==> src/design/if_macros.svh <==
//////////////////////////////
// fetch stage widths, queue depth and fixed targets
// include wherever one of these constants is needed
//////////////////////////////

`ifndef IF_MACROS_SVH
`define IF_MACROS_SVH

// address and instruction word width
`define IF_ADDR_W 32

// number of elastic slots between bus master and IF-ID register
`define IF_QUEUE_DEPTH 3

// debug module entry points
`define IF_DM_HALT_ADDR 32'h1A110800
`define IF_DM_EXC_ADDR 32'h1A110808

// all internal interrupts share this vector
`define IF_NMI_VEC 5'd31

`endif

==> src/design/if_pkg.sv <==
//////////////////////////////
// shared types of the fetch stage
// imported by modules that need the PC select enums or the fetch entry
//////////////////////////////

`include "if_macros.svh"

package if_pkg;

  // source of the next fetch address
  typedef enum logic [2:0] {
    PC_BOOT = 3'd0,
    PC_JUMP = 3'd1,
    PC_EXC  = 3'd2,
    PC_ERET = 3'd3,
    PC_DRET = 3'd4
  } pc_sel_e;

  // kind of exception target
  typedef enum logic [1:0] {
    EXC_PC_EXC     = 2'd0,
    EXC_PC_IRQ     = 2'd1,
    EXC_PC_DBD     = 2'd2,
    EXC_PC_DBG_EXC = 2'd3
  } exc_pc_sel_e;

  // one fetched word as it moves through the queue
  typedef struct packed {
    logic [`IF_ADDR_W-1:0] addr;
    logic [`IF_ADDR_W-1:0] instr;
    // bus error on this fetch
    logic                  err;
  } fetch_entry_t;

endpackage

==> src/design/fetch_stream_if.sv <==
//////////////////////////////
// valid/ready link carrying one fetch entry
// src drives valid and entry, dst drives ready
//////////////////////////////

`timescale 1ns/10ps

interface fetch_stream_if import if_pkg::*; ();

  // entry offered this cycle
  logic         valid;
  // consumer can take it
  logic         ready;
  // payload, stable while valid and not taken
  fetch_entry_t entry;

  // producer side
  modport src (
    output valid,
    output entry,
    input  ready
  );

  // consumer side
  modport dst (
    input  valid,
    input  entry,
    output ready
  );

endinterface

==> src/design/pc_select.sv <==
//////////////////////////////
// next-PC mux with exception vector computation
// purely combinational, feeds the bus master on pc_set
//////////////////////////////

`timescale 1ns/10ps

`include "if_macros.svh"

module pc_select import if_pkg::*; (
  input  logic                  pc_set_i,
  input  pc_sel_e               pc_mux_i,
  input  exc_pc_sel_e           exc_pc_mux_i,
  input  logic                  exc_irq_int_i,
  input  logic [4:0]            exc_irq_vec_i,
  input  logic [`IF_ADDR_W-1:0] boot_addr_i,
  input  logic [`IF_ADDR_W-1:0] branch_target_i,
  input  logic [`IF_ADDR_W-1:0] csr_mepc_i,
  input  logic [`IF_ADDR_W-1:0] csr_depc_i,
  input  logic [`IF_ADDR_W-1:0] csr_mtvec_i,
  output logic [`IF_ADDR_W-1:0] pc_set_target_o,
  output logic                  csr_mtvec_init_o
);

  logic [4:0]            irq_vec;
  logic [`IF_ADDR_W-1:0] trap_base;
  logic [`IF_ADDR_W-1:0] vec_offset;
  logic [`IF_ADDR_W-1:0] exc_pc;
  logic [`IF_ADDR_W-1:0] fetch_addr;

  // trap base is 256-byte aligned
  assign trap_base = {csr_mtvec_i[`IF_ADDR_W-1:8], 8'h00};

  // internal interrupts all land on the NMI slot
  assign irq_vec = exc_irq_int_i ? `IF_NMI_VEC : exc_irq_vec_i;

  // four bytes per vector entry
  assign vec_offset = {{(`IF_ADDR_W-7){1'b0}}, irq_vec, 2'b00};

  // exception target
  always_comb begin
    unique case (exc_pc_mux_i)
      EXC_PC_EXC:     exc_pc = trap_base;
      EXC_PC_IRQ:     exc_pc = trap_base + vec_offset;
      EXC_PC_DBD:     exc_pc = `IF_DM_HALT_ADDR;
      EXC_PC_DBG_EXC: exc_pc = `IF_DM_EXC_ADDR;
      default:        exc_pc = trap_base;
    endcase
  end

  // fetch address source
  always_comb begin
    unique case (pc_mux_i)
      PC_BOOT: fetch_addr = boot_addr_i;
      PC_JUMP: fetch_addr = branch_target_i;
      PC_EXC:  fetch_addr = exc_pc;
      // return from trap
      PC_ERET: fetch_addr = csr_mepc_i;
      // return from debug mode
      PC_DRET: fetch_addr = csr_depc_i;
      default: fetch_addr = boot_addr_i;
    endcase
  end

  // 32-bit only, so targets are always word aligned
  assign pc_set_target_o = {fetch_addr[`IF_ADDR_W-1:2], 2'b00};

  // mtvec is initialised from boot_addr on the boot redirect
  assign csr_mtvec_init_o = pc_set_i & (pc_mux_i == PC_BOOT);

endmodule

==> src/design/instr_bus_fetch.sv <==
//////////////////////////////
// single-outstanding instruction bus master
// fetches sequential words after each pc_set, pushes them into the queue
//////////////////////////////

`timescale 1ns/10ps

`include "if_macros.svh"

module instr_bus_fetch import if_pkg::*; (
  input  logic                  clk_i,
  input  logic                  rst_ni,
  input  logic                  req_i,
  input  logic                  pc_set_i,
  input  logic [`IF_ADDR_W-1:0] pc_set_target_i,
  output logic                  instr_req_o,
  output logic [`IF_ADDR_W-1:0] instr_addr_o,
  input  logic                  instr_gnt_i,
  input  logic                  instr_rvalid_i,
  input  logic [`IF_ADDR_W-1:0] instr_rdata_i,
  input  logic                  instr_err_i,
  output logic                  busy_o,
  fetch_stream_if.src           out
);

  logic                  started_q;
  logic                  req_q;
  logic                  req_d;
  logic                  outst_q;
  logic                  outst_d;
  logic                  discard_q;
  logic                  discard_d;
  logic                  resp_valid_q;
  logic                  resp_valid_d;
  fetch_entry_t          resp_q;
  logic [`IF_ADDR_W-1:0] next_addr_q;
  logic [`IF_ADDR_W-1:0] req_addr_q;
  logic [`IF_ADDR_W-1:0] target;
  logic                  gnt_acc;
  logic                  rvalid_acc;
  logic                  req_hold;
  logic                  push;
  logic                  issue;

  //////////////////////////////
  // request control
  //////////////////////////////

  assign target     = {pc_set_target_i[`IF_ADDR_W-1:2], 2'b00};
  assign gnt_acc    = req_q & instr_gnt_i;
  assign rvalid_acc = outst_q & instr_rvalid_i;
  // request not yet granted must stay up with the same address
  assign req_hold   = req_q & ~instr_gnt_i;
  assign outst_d    = (outst_q & ~instr_rvalid_i) | gnt_acc;

  // stale responses never reach the queue
  assign push = rvalid_acc & ~discard_q & ~pc_set_i;

  always_comb begin
    discard_d = discard_q;
    if (pc_set_i) begin
      // whatever is still on the bus belongs to the old stream
      discard_d = req_hold | outst_d;
    end else if (rvalid_acc) begin
      discard_d = 1'b0;
    end
  end

  // response register, flushed together with the queue
  always_comb begin
    resp_valid_d = resp_valid_q & ~out.ready;
    if (pc_set_i) begin
      resp_valid_d = 1'b0;
    end else if (push) begin
      resp_valid_d = 1'b1;
    end
  end

  // new word only when bus is idle and the response register will be free
  assign issue = (started_q | pc_set_i) & req_i & ~req_hold & ~outst_d & ~resp_valid_d;
  assign req_d = req_hold | issue;

  always_ff @(posedge clk_i or negedge rst_ni) begin
    if (!rst_ni) begin
      started_q    <= 1'b0;
      req_q        <= 1'b0;
      outst_q      <= 1'b0;
      discard_q    <= 1'b0;
      resp_valid_q <= 1'b0;
      next_addr_q  <= '0;
      req_addr_q   <= '0;
    end else begin
      started_q    <= started_q | pc_set_i;
      req_q        <= req_d;
      outst_q      <= outst_d;
      discard_q    <= discard_d;
      resp_valid_q <= resp_valid_d;
      // redirect wins over the sequential increment
      if (pc_set_i) begin
        next_addr_q <= target;
      end else if (gnt_acc && !discard_q) begin
        next_addr_q <= req_addr_q + 'd4;
      end
      if (issue) begin
        req_addr_q <= pc_set_i ? target : next_addr_q;
      end
    end
  end

  //////////////////////////////
  // response capture
  //////////////////////////////

  // req_addr_q still holds the granted address until the next issue
  always_ff @(posedge clk_i) begin
    if (push) begin
      resp_q.addr  <= req_addr_q;
      resp_q.instr <= instr_rdata_i;
      resp_q.err   <= instr_err_i;
    end
  end

  assign out.valid    = resp_valid_q;
  assign out.entry    = resp_q;
  assign instr_req_o  = req_q;
  assign instr_addr_o = req_addr_q;
  assign busy_o       = req_q | outst_q;

endmodule

==> src/design/fetch_queue_slot.sv <==
//////////////////////////////
// one elastic register stage of the fetch queue
// chain several for a deeper queue, flush empties it at once
//////////////////////////////

`timescale 1ns/10ps

module fetch_queue_slot import if_pkg::*; (
  input  logic         clk_i,
  input  logic         rst_ni,
  input  logic         flush_i,
  fetch_stream_if.dst  in,
  fetch_stream_if.src  out
);

  logic         full_q;
  logic         take;
  fetch_entry_t data_q;

  // room when empty or when the held entry leaves this cycle
  assign in.ready = ~full_q | out.ready;
  assign take     = in.valid & in.ready;

  always_ff @(posedge clk_i or negedge rst_ni) begin
    if (!rst_ni) begin
      full_q <= 1'b0;
    end else if (flush_i) begin
      // redirect drops anything buffered
      full_q <= 1'b0;
    end else if (take) begin
      full_q <= 1'b1;
    end else if (out.ready) begin
      full_q <= 1'b0;
    end
  end

  // payload only moves on a take
  always_ff @(posedge clk_i) begin
    if (take) begin
      data_q <= in.entry;
    end
  end

  assign out.valid = full_q;
  assign out.entry = data_q;

endmodule

==> src/design/if_id_reg.sv <==
//////////////////////////////
// IF-ID pipeline register
// pops the queue head when ID is ready, holds valid until ID clears it
//////////////////////////////

`timescale 1ns/10ps

`include "if_macros.svh"

module if_id_reg (
  input  logic                  clk_i,
  input  logic                  rst_ni,
  input  logic                  pc_set_i,
  input  logic                  id_in_ready_i,
  input  logic                  instr_valid_clear_i,
  fetch_stream_if.dst           in,
  output logic                  instr_valid_id_o,
  output logic                  instr_new_id_o,
  output logic [`IF_ADDR_W-1:0] instr_rdata_id_o,
  output logic                  instr_fetch_err_o,
  output logic [`IF_ADDR_W-1:0] pc_id_o,
  output logic [`IF_ADDR_W-1:0] pc_if_o
);

  logic accept;
  logic valid_q;
  logic new_q;

  // ID stage paces the whole queue
  assign in.ready = id_in_ready_i;

  // a redirect in the same cycle squashes the head
  assign accept = in.valid & id_in_ready_i & ~pc_set_i;

  // address of the word waiting at the queue head
  assign pc_if_o = in.entry.addr;

  always_ff @(posedge clk_i or negedge rst_ni) begin
    if (!rst_ni) begin
      valid_q <= 1'b0;
      new_q   <= 1'b0;
    end else begin
      // valid stays until ID explicitly clears it
      valid_q <= accept | (valid_q & ~instr_valid_clear_i);
      // one cycle pulse per new instruction
      new_q   <= accept;
    end
  end

  // instruction payload, frozen while ID stalls
  always_ff @(posedge clk_i) begin
    if (accept) begin
      instr_rdata_id_o  <= in.entry.instr;
      instr_fetch_err_o <= in.entry.err;
      pc_id_o           <= in.entry.addr;
    end
  end

  assign instr_valid_id_o = valid_q;
  assign instr_new_id_o   = new_q;

endmodule

==> src/design/if_stage_top.sv <==
//////////////////////////////
// instruction fetch stage top level
// PC select, bus master, fetch queue and IF-ID register wired together
//////////////////////////////

`timescale 1ns/10ps

`include "if_macros.svh"

module if_stage_top import if_pkg::*; (
  input  logic                  clk_i,
  input  logic                  rst_ni,
  input  logic                  req_i,
  input  logic [`IF_ADDR_W-1:0] boot_addr_i,
  // instruction bus
  output logic                  instr_req_o,
  output logic [`IF_ADDR_W-1:0] instr_addr_o,
  input  logic                  instr_gnt_i,
  input  logic                  instr_rvalid_i,
  input  logic [`IF_ADDR_W-1:0] instr_rdata_i,
  input  logic                  instr_err_i,
  // redirect control
  input  logic                  pc_set_i,
  input  pc_sel_e               pc_mux_i,
  input  exc_pc_sel_e           exc_pc_mux_i,
  input  logic                  exc_irq_int_i,
  input  logic [4:0]            exc_irq_vec_i,
  input  logic [`IF_ADDR_W-1:0] branch_target_i,
  input  logic [`IF_ADDR_W-1:0] csr_mepc_i,
  input  logic [`IF_ADDR_W-1:0] csr_depc_i,
  input  logic [`IF_ADDR_W-1:0] csr_mtvec_i,
  output logic                  csr_mtvec_init_o,
  output logic [`IF_ADDR_W-1:0] pc_set_target_o,
  // ID side
  input  logic                  id_in_ready_i,
  input  logic                  instr_valid_clear_i,
  output logic                  instr_valid_id_o,
  output logic                  instr_new_id_o,
  output logic [`IF_ADDR_W-1:0] instr_rdata_id_o,
  output logic                  instr_fetch_err_o,
  output logic [`IF_ADDR_W-1:0] pc_id_o,
  output logic [`IF_ADDR_W-1:0] pc_if_o,
  output logic                  if_busy_o
);

  // link 0 leaves the bus master, the last one feeds IF-ID
  fetch_stream_if stream_if [0:`IF_QUEUE_DEPTH] ();

  pc_select pc_select_i (
    .pc_set_i         (pc_set_i),
    .pc_mux_i         (pc_mux_i),
    .exc_pc_mux_i     (exc_pc_mux_i),
    .exc_irq_int_i    (exc_irq_int_i),
    .exc_irq_vec_i    (exc_irq_vec_i),
    .boot_addr_i      (boot_addr_i),
    .branch_target_i  (branch_target_i),
    .csr_mepc_i       (csr_mepc_i),
    .csr_depc_i       (csr_depc_i),
    .csr_mtvec_i      (csr_mtvec_i),
    .pc_set_target_o  (pc_set_target_o),
    .csr_mtvec_init_o (csr_mtvec_init_o)
  );

  instr_bus_fetch bus_fetch_i (
    .clk_i           (clk_i),
    .rst_ni          (rst_ni),
    .req_i           (req_i),
    .pc_set_i        (pc_set_i),
    .pc_set_target_i (pc_set_target_o),
    .instr_req_o     (instr_req_o),
    .instr_addr_o    (instr_addr_o),
    .instr_gnt_i     (instr_gnt_i),
    .instr_rvalid_i  (instr_rvalid_i),
    .instr_rdata_i   (instr_rdata_i),
    .instr_err_i     (instr_err_i),
    .busy_o          (if_busy_o),
    .out             (stream_if[0])
  );

  //////////////////////////////
  // fetch queue
  //////////////////////////////

  for (genvar i = 0; i < `IF_QUEUE_DEPTH; i++) begin : g_queue
    fetch_queue_slot slot_i (
      .clk_i   (clk_i),
      .rst_ni  (rst_ni),
      .flush_i (pc_set_i),
      .in      (stream_if[i]),
      .out     (stream_if[i+1])
    );
  end

  if_id_reg if_id_reg_i (
    .clk_i               (clk_i),
    .rst_ni              (rst_ni),
    .pc_set_i            (pc_set_i),
    .id_in_ready_i       (id_in_ready_i),
    .instr_valid_clear_i (instr_valid_clear_i),
    .in                  (stream_if[`IF_QUEUE_DEPTH]),
    .instr_valid_id_o    (instr_valid_id_o),
    .instr_new_id_o      (instr_new_id_o),
    .instr_rdata_id_o    (instr_rdata_id_o),
    .instr_fetch_err_o   (instr_fetch_err_o),
    .pc_id_o             (pc_id_o),
    .pc_if_o             (pc_if_o)
  );

endmodule

==> config.mk <==
export PLATFORM = sky130hd
export DESIGN_NAME = if_stage_top
export DESIGN_NICKNAME = d
export VERILOG_FILES = /design/src/design/if_pkg.sv /design/src/design/fetch_stream_if.sv /design/src/design/pc_select.sv /design/src/design/instr_bus_fetch.sv /design/src/design/fetch_queue_slot.sv /design/src/design/if_id_reg.sv /design/src/design/if_stage_top.sv
export VERILOG_INCLUDE_DIRS = /design/src /design/src/design
export SDC_FILE = /design/constraint.sdc
export NUM_CORES = 1
export LEC_CHECK = 0
export BUFFER_PORTS_ARGS = -buffer_cell sky130_fd_sc_hd__buf_2
export CAP_MARGIN = 40
export CORE_MARGIN = 1
export CORE_UTILIZATION = 53
export CTS_CLUSTER_DIAMETER = 60
export DETAILED_ROUTE_END_ITERATION = 8
export MAX_ROUTING_LAYER = met4
export PLACE_DENSITY = 0.79
export REMOVE_ABC_BUFFERS = 1
export SLEW_MARGIN = 20
export SYNTH_ARGS = -nofsm -noshare
export SYNTH_HDL_FRONTEND = slang
export SYNTH_SLANG_ARGS = --single-unit
==> constraint.sdc <==
create_clock -name clk_i -period 7.1 [get_ports clk_i]
set_input_delay 1.42 -clock clk_i [delete_from_list [all_inputs] [get_ports clk_i]]
set_output_delay 1.42 -clock clk_i [all_outputs]
set_load 0.01 [all_outputs]
==> run_summary.xml <==
<?xml version="1.0" encoding="UTF-8"?>
<metrics>
  <group name="worst_hold_path">
    <metric name="hold-path-cell-count" unit="">0</metric>
    <metric name="destination_of_the_worst_hold_path" unit="">g_queue[2].slot_i.out.entry[40]$_DFFE_PP_</metric>
    <metric name="worstHoldPathType" unit="">reg -&gt; reg</metric>
    <metric name="hold_start" unit="">g_queue[1].slot_i.out.entry[40]$_DFFE_PP_</metric>
  </group>
  <group name="sta">
    <metric name="final_hold_viol_count" unit="">0</metric>
    <metric name="final.hold.worst_slack" unit="ps">406</metric>
    <metric name="skew" unit="ps">13.0</metric>
    <metric name="final.min_clock_period" unit="ps">4930</metric>
    <metric name="achievable-frequency" unit="GHz">0.203</metric>
    <metric name="rsz_0062_raised_after_global_routing" unit="">no</metric>
    <metric name="slew-limit-headroom" unit="">0.478</metric>
    <metric name="slew_violations" unit="">0</metric>
    <metric name="layout_worst_path_cycle_share" unit="">0.694</metric>
    <metric name="tns" unit="ps">0</metric>
    <metric name="finalSetupViolCount" unit="">0</metric>
    <metric name="worst_pin_slew" unit="ps">778</metric>
  </group>
  <group name="floorplanning">
    <metric name="fp.dieArea" unit="um2">29400</metric>
    <metric name="coreArea" unit="um2">28000</metric>
    <metric name="initial_core_util" unit="">0.543</metric>
    <metric name="boundaryPins" unit="">378</metric>
    <metric name="die_width" unit="um">171</metric>
    <metric name="placement_rows" unit="">61</metric>
    <metric name="die_y" unit="um">171</metric>
  </group>
  <group name="synthesis">
    <metric name="synth-edff-count" unit="">325</metric>
    <metric name="synth_largest_area_cell" unit="">sky130_fd_sc_hd__edfxtp_1</metric>
    <metric name="synth.top_cells.by_count" unit="">325 x sky130_fd_sc_hd__edfxtp_1, 92 x sky130_fd_sc_hd__nand2_1, 76 x sky130_fd_sc_hd__nor2_1, 74 x sky130_fd_sc_hd__dfrtp_1, 43 x sky130_fd_sc_hd__a21oi_1</metric>
    <metric name="synth.distinct_cells" unit="">62</metric>
    <metric name="yosysMostFrequentCell" unit="">sky130_fd_sc_hd__edfxtp_1</metric>
    <metric name="synth-seq-area-share" unit="">0.764</metric>
    <metric name="mappedNetlistArea" unit="um2">15200</metric>
    <metric name="ys_warn_count" unit="">0</metric>
    <metric name="syn_avg_cell_area" unit="um2">14.9</metric>
    <metric name="ys_seq_elements" unit="">399</metric>
    <metric name="ys_async_sr_fraction" unit="">0.185</metric>
    <metric name="area_share_of_the_leading_cell_type_in_the_synthesized_netlist" unit="">0.642</metric>
    <metric name="synthTopCellsByArea" unit="">sky130_fd_sc_hd__edfxtp_1 64%, sky130_fd_sc_hd__dfrtp_1 12%, sky130_fd_sc_hd__nand2_1 2.3%</metric>
    <metric name="dominantRegCellSynth" unit="">sky130_fd_sc_hd__edfxtp_1</metric>
    <metric name="syn_inst" unit="">1020</metric>
  </group>
  <group name="route">
    <metric name="post-route-drc-count" unit="">0</metric>
    <metric name="drt_iter0_drc" unit="">749</metric>
    <metric name="detailroute.via_count" unit="">9551</metric>
    <metric name="detailedRoute.firstPassIterationCount" unit="">5</metric>
    <metric name="routed_wirelength" unit="um">32900</metric>
    <metric name="avgRoutedWirePerCell" unit="um">18.6</metric>
    <metric name="final_antenna_net_count" unit="">0</metric>
    <metric name="detail_route.vias_per_cell" unit="">5.41</metric>
  </group>
  <group name="clock_network">
    <metric name="cts_hold_buffers" unit="">0</metric>
    <metric name="clock-sinks" unit="">399</metric>
    <metric name="postCtsSetupRepairBufs" unit="">0</metric>
    <metric name="clock_root_buffer" unit="">sky130_fd_sc_hd__clkbuf_16</metric>
    <metric name="cts_htree_levels" unit="">2</metric>
    <metric name="num_cts_buffers" unit="">36</metric>
    <metric name="cts.reportedPaths.clkPinSlew" unit="ps">60</metric>
    <metric name="clk-insertion-delay-late" unit="ps">510</metric>
    <metric name="tritoncts" unit="">done</metric>
    <metric name="postCtsResizedCells" unit="">0</metric>
    <metric name="cts_max_path_buffers" unit="">3</metric>
  </group>
  <group name="placed_design">
    <metric name="place.gp.congestion" unit="">0.904</metric>
    <metric name="placedInstanceArea" unit="um2">17200</metric>
    <metric name="placement.io_buffers" unit="">359</metric>
    <metric name="hpwlAfterDp" unit="um">23000</metric>
  </group>
  <group name="global_routing">
    <metric name="grt_first_pass_wirelength" unit="um">49900</metric>
    <metric name="gr-total-overflow" unit="">0</metric>
    <metric name="grt_max_degree" unit="">67</metric>
    <metric name="initial_antenna_violation_count" unit="">3</metric>
    <metric name="groute.usage.overall" unit="">0.232</metric>
    <metric name="first_global_vias" unit="">9048</metric>
  </group>
  <group name="cells_and_area">
    <metric name="drive_gt1_frac" unit="">0.332</metric>
    <metric name="areaGrowthSynthToFinish" unit="%">22.8</metric>
    <metric name="finalInstanceArea" unit="um2">18700</metric>
    <metric name="final_nets" unit="">1569</metric>
    <metric name="filler_cell_count" unit="">2064</metric>
  </group>
  <group name="worst_setup_path">
    <metric name="r2r-start" unit="">bus_fetch_i.instr_addr_o[5]$_DFFE_PN0P_</metric>
    <metric name="critPathKind" unit="">in -&gt; out</metric>
    <metric name="startpoint_type" unit="">input pin</metric>
    <metric name="reg2reg_setup_slack" unit="ps">4540</metric>
    <metric name="timing.critical_path.to_type" unit="">output pin</metric>
    <metric name="r2r_cells" unit="">5</metric>
    <metric name="regToRegEndpoint" unit="">bus_fetch_i.next_addr_q[26]$_DFFE_PN0P_</metric>
    <metric name="worstPathRequired" unit="ps">5680</metric>
    <metric name="worstPathArrival" unit="ps">3510</metric>
    <metric name="crit_fanout" unit="">32</metric>
  </group>
  <group name="status">
    <metric name="status" unit="">completed</metric>
  </group>
  <group name="pwr">
    <metric name="power.static_leakage" unit="nW">7.24</metric>
    <metric name="peakVddDrop" unit="mV">0.150</metric>
    <metric name="power_density" unit="nW/um2">306</metric>
  </group>
  <group name="run">
    <metric name="cap_violations" unit="">0</metric>
  </group>
</metrics>
## power by group
group	switching [mW]	internal (mW)
logic	0.453	0.319
registers	0.210	2.72
clock network	0.792	1.22
## flip-flops by register name (all words and copies together) (netlist names), 3 cells and up
| name | cells |
|---|---|
| bus_fetch_i.out.entry | 65 |
| if_id_reg_i.instr_rdata_id_o | 32 |
| g_queue.slot_i.out.valid | 3 |
| bus_fetch_i.instr_addr_o | 32 |
| if_id_reg_i.pc_id_o | 32 |
| g_queue.slot_i.out.entry | 195 |
| bus_fetch_i.next_addr_q | 32 |
## routing by layer
layer / wire [um] / share of wire / GRT usage / vias up
met3: 1840 / 0.056 / 0.0380 / 92
li1: - / - / - / 4496
met1: 12800 / 0.39 / 0.274 / 4525
met2: 16600 / 0.50 / 0.385 / 438
met4: 1640 / 0.050 / 0.123 / 0
met5: 0 / 0 / - / -
## cell usage in the layout (no fill, tap or decap), types with 8 or more instances in the layout
master / Yosys / layout
sky130_fd_sc_hd__a21oi_1: 43 / 43
sky130_fd_sc_hd__o22ai_1: 13 / 13
sky130_fd_sc_hd__mux2i_1: 15 / 15
sky130_fd_sc_hd__nand4_1: 10 / 10
sky130_fd_sc_hd__a31oi_1: 11 / 11
sky130_fd_sc_hd__xnor2_1: 12 / 11
sky130_fd_sc_hd__edfxtp_1: 325 / 325
sky130_fd_sc_hd__and2_1: 22 / 21
sky130_fd_sc_hd__clkbuf_16: 0 / 37
sky130_fd_sc_hd__a222oi_1: 18 / 18
sky130_fd_sc_hd__and3_1: 12 / 12
sky130_fd_sc_hd__o211ai_1: 10 / 10
sky130_fd_sc_hd__nand3_1: 20 / 20
sky130_fd_sc_hd__dfrtp_1: 74 / 74
sky130_fd_sc_hd__buf_2: 2 / 359
sky130_fd_sc_hd__a21o_1: 11 / 11
sky130_fd_sc_hd__o22a_1: 24 / 24
sky130_fd_sc_hd__buf_4: 34 / 14
sky130_fd_sc_hd__o21ai_0: 16 / 16
sky130_fd_sc_hd__inv_1: 28 / 28
sky130_fd_sc_hd__nor2_1: 76 / 75
sky130_fd_sc_hd__o221ai_1: 8 / 8
sky130_fd_sc_hd__nor3_1: 12 / 11
sky130_fd_sc_hd__nand2_1: 92 / 92
## worst max-delay path, stage by stage
cell	delay [ps]
sky130_fd_sc_hd__buf_2	280
sky130_fd_sc_hd__nor2_1	490
sky130_fd_sc_hd__mux2_2	390
sky130_fd_sc_hd__a211oi_1	680
sky130_fd_sc_hd__inv_1	80
sky130_fd_sc_hd__buf_2	160
## cells by family after synthesis
family / share of synthesized area
flops: 0.764
simple gates: 0.0872
compound gates: 0.0897
buf+inv: 0.0370
xor+xnor: 0.00980
mux: 0.0114
fa+ha+maj: 0.000823
other cells: 0.000247
## final cells by class
type,count,area [um2],area share
flip-flops and latches,399,11600,0.622
multi-input cells,507,3090,0.165
repair buffers,383,2120,0.114
clock buffers,42,955,0.0512
well taps,378,473,0.0253
clock inverters,23,295,0.0158
inverters,29,109,0.00583
diodes,3,7.51,0.000402
## worst max-delay path by stage
stage                       start                                        to  slack [ps]  cells past startpoint
floorplan           id_in_ready_i  g_queue[1].slot_i.out.entry[0]$_DFFE_PP_         290                      2
global placement      pc_mux_i[2]                       pc_set_target_o[29]        1810                      5
detailed placement    pc_mux_i[0]                       pc_set_target_o[11]        1970                      6
CTS                   pc_mux_i[0]                       pc_set_target_o[11]        1980                      6
global route          pc_mux_i[1]                       pc_set_target_o[31]        2020                      6
finish                pc_mux_i[1]                       pc_set_target_o[20]        2170                      6
## through the flow
| step | std cells | power (mW) | setup WS [ps] | utilization |
|---|---|---|---|---|
| final | 1764 | 5.71 | 2170 | 0.666 |
| after global routing | 1764 | 5.94 | 2020 | 0.666 |
| after CTS | 1754 | 5.75 | 1980 | 0.660 |
| after detailed placement | 1689 | 3.73 | 1970 | 0.615 |
| after global placement | 1684 | 3.70 | 1810 | 0.613 |
| after floorplan | 935 | 3.34 | 285 | - |
No activity file was read; power rests on OpenSTA's default activity.
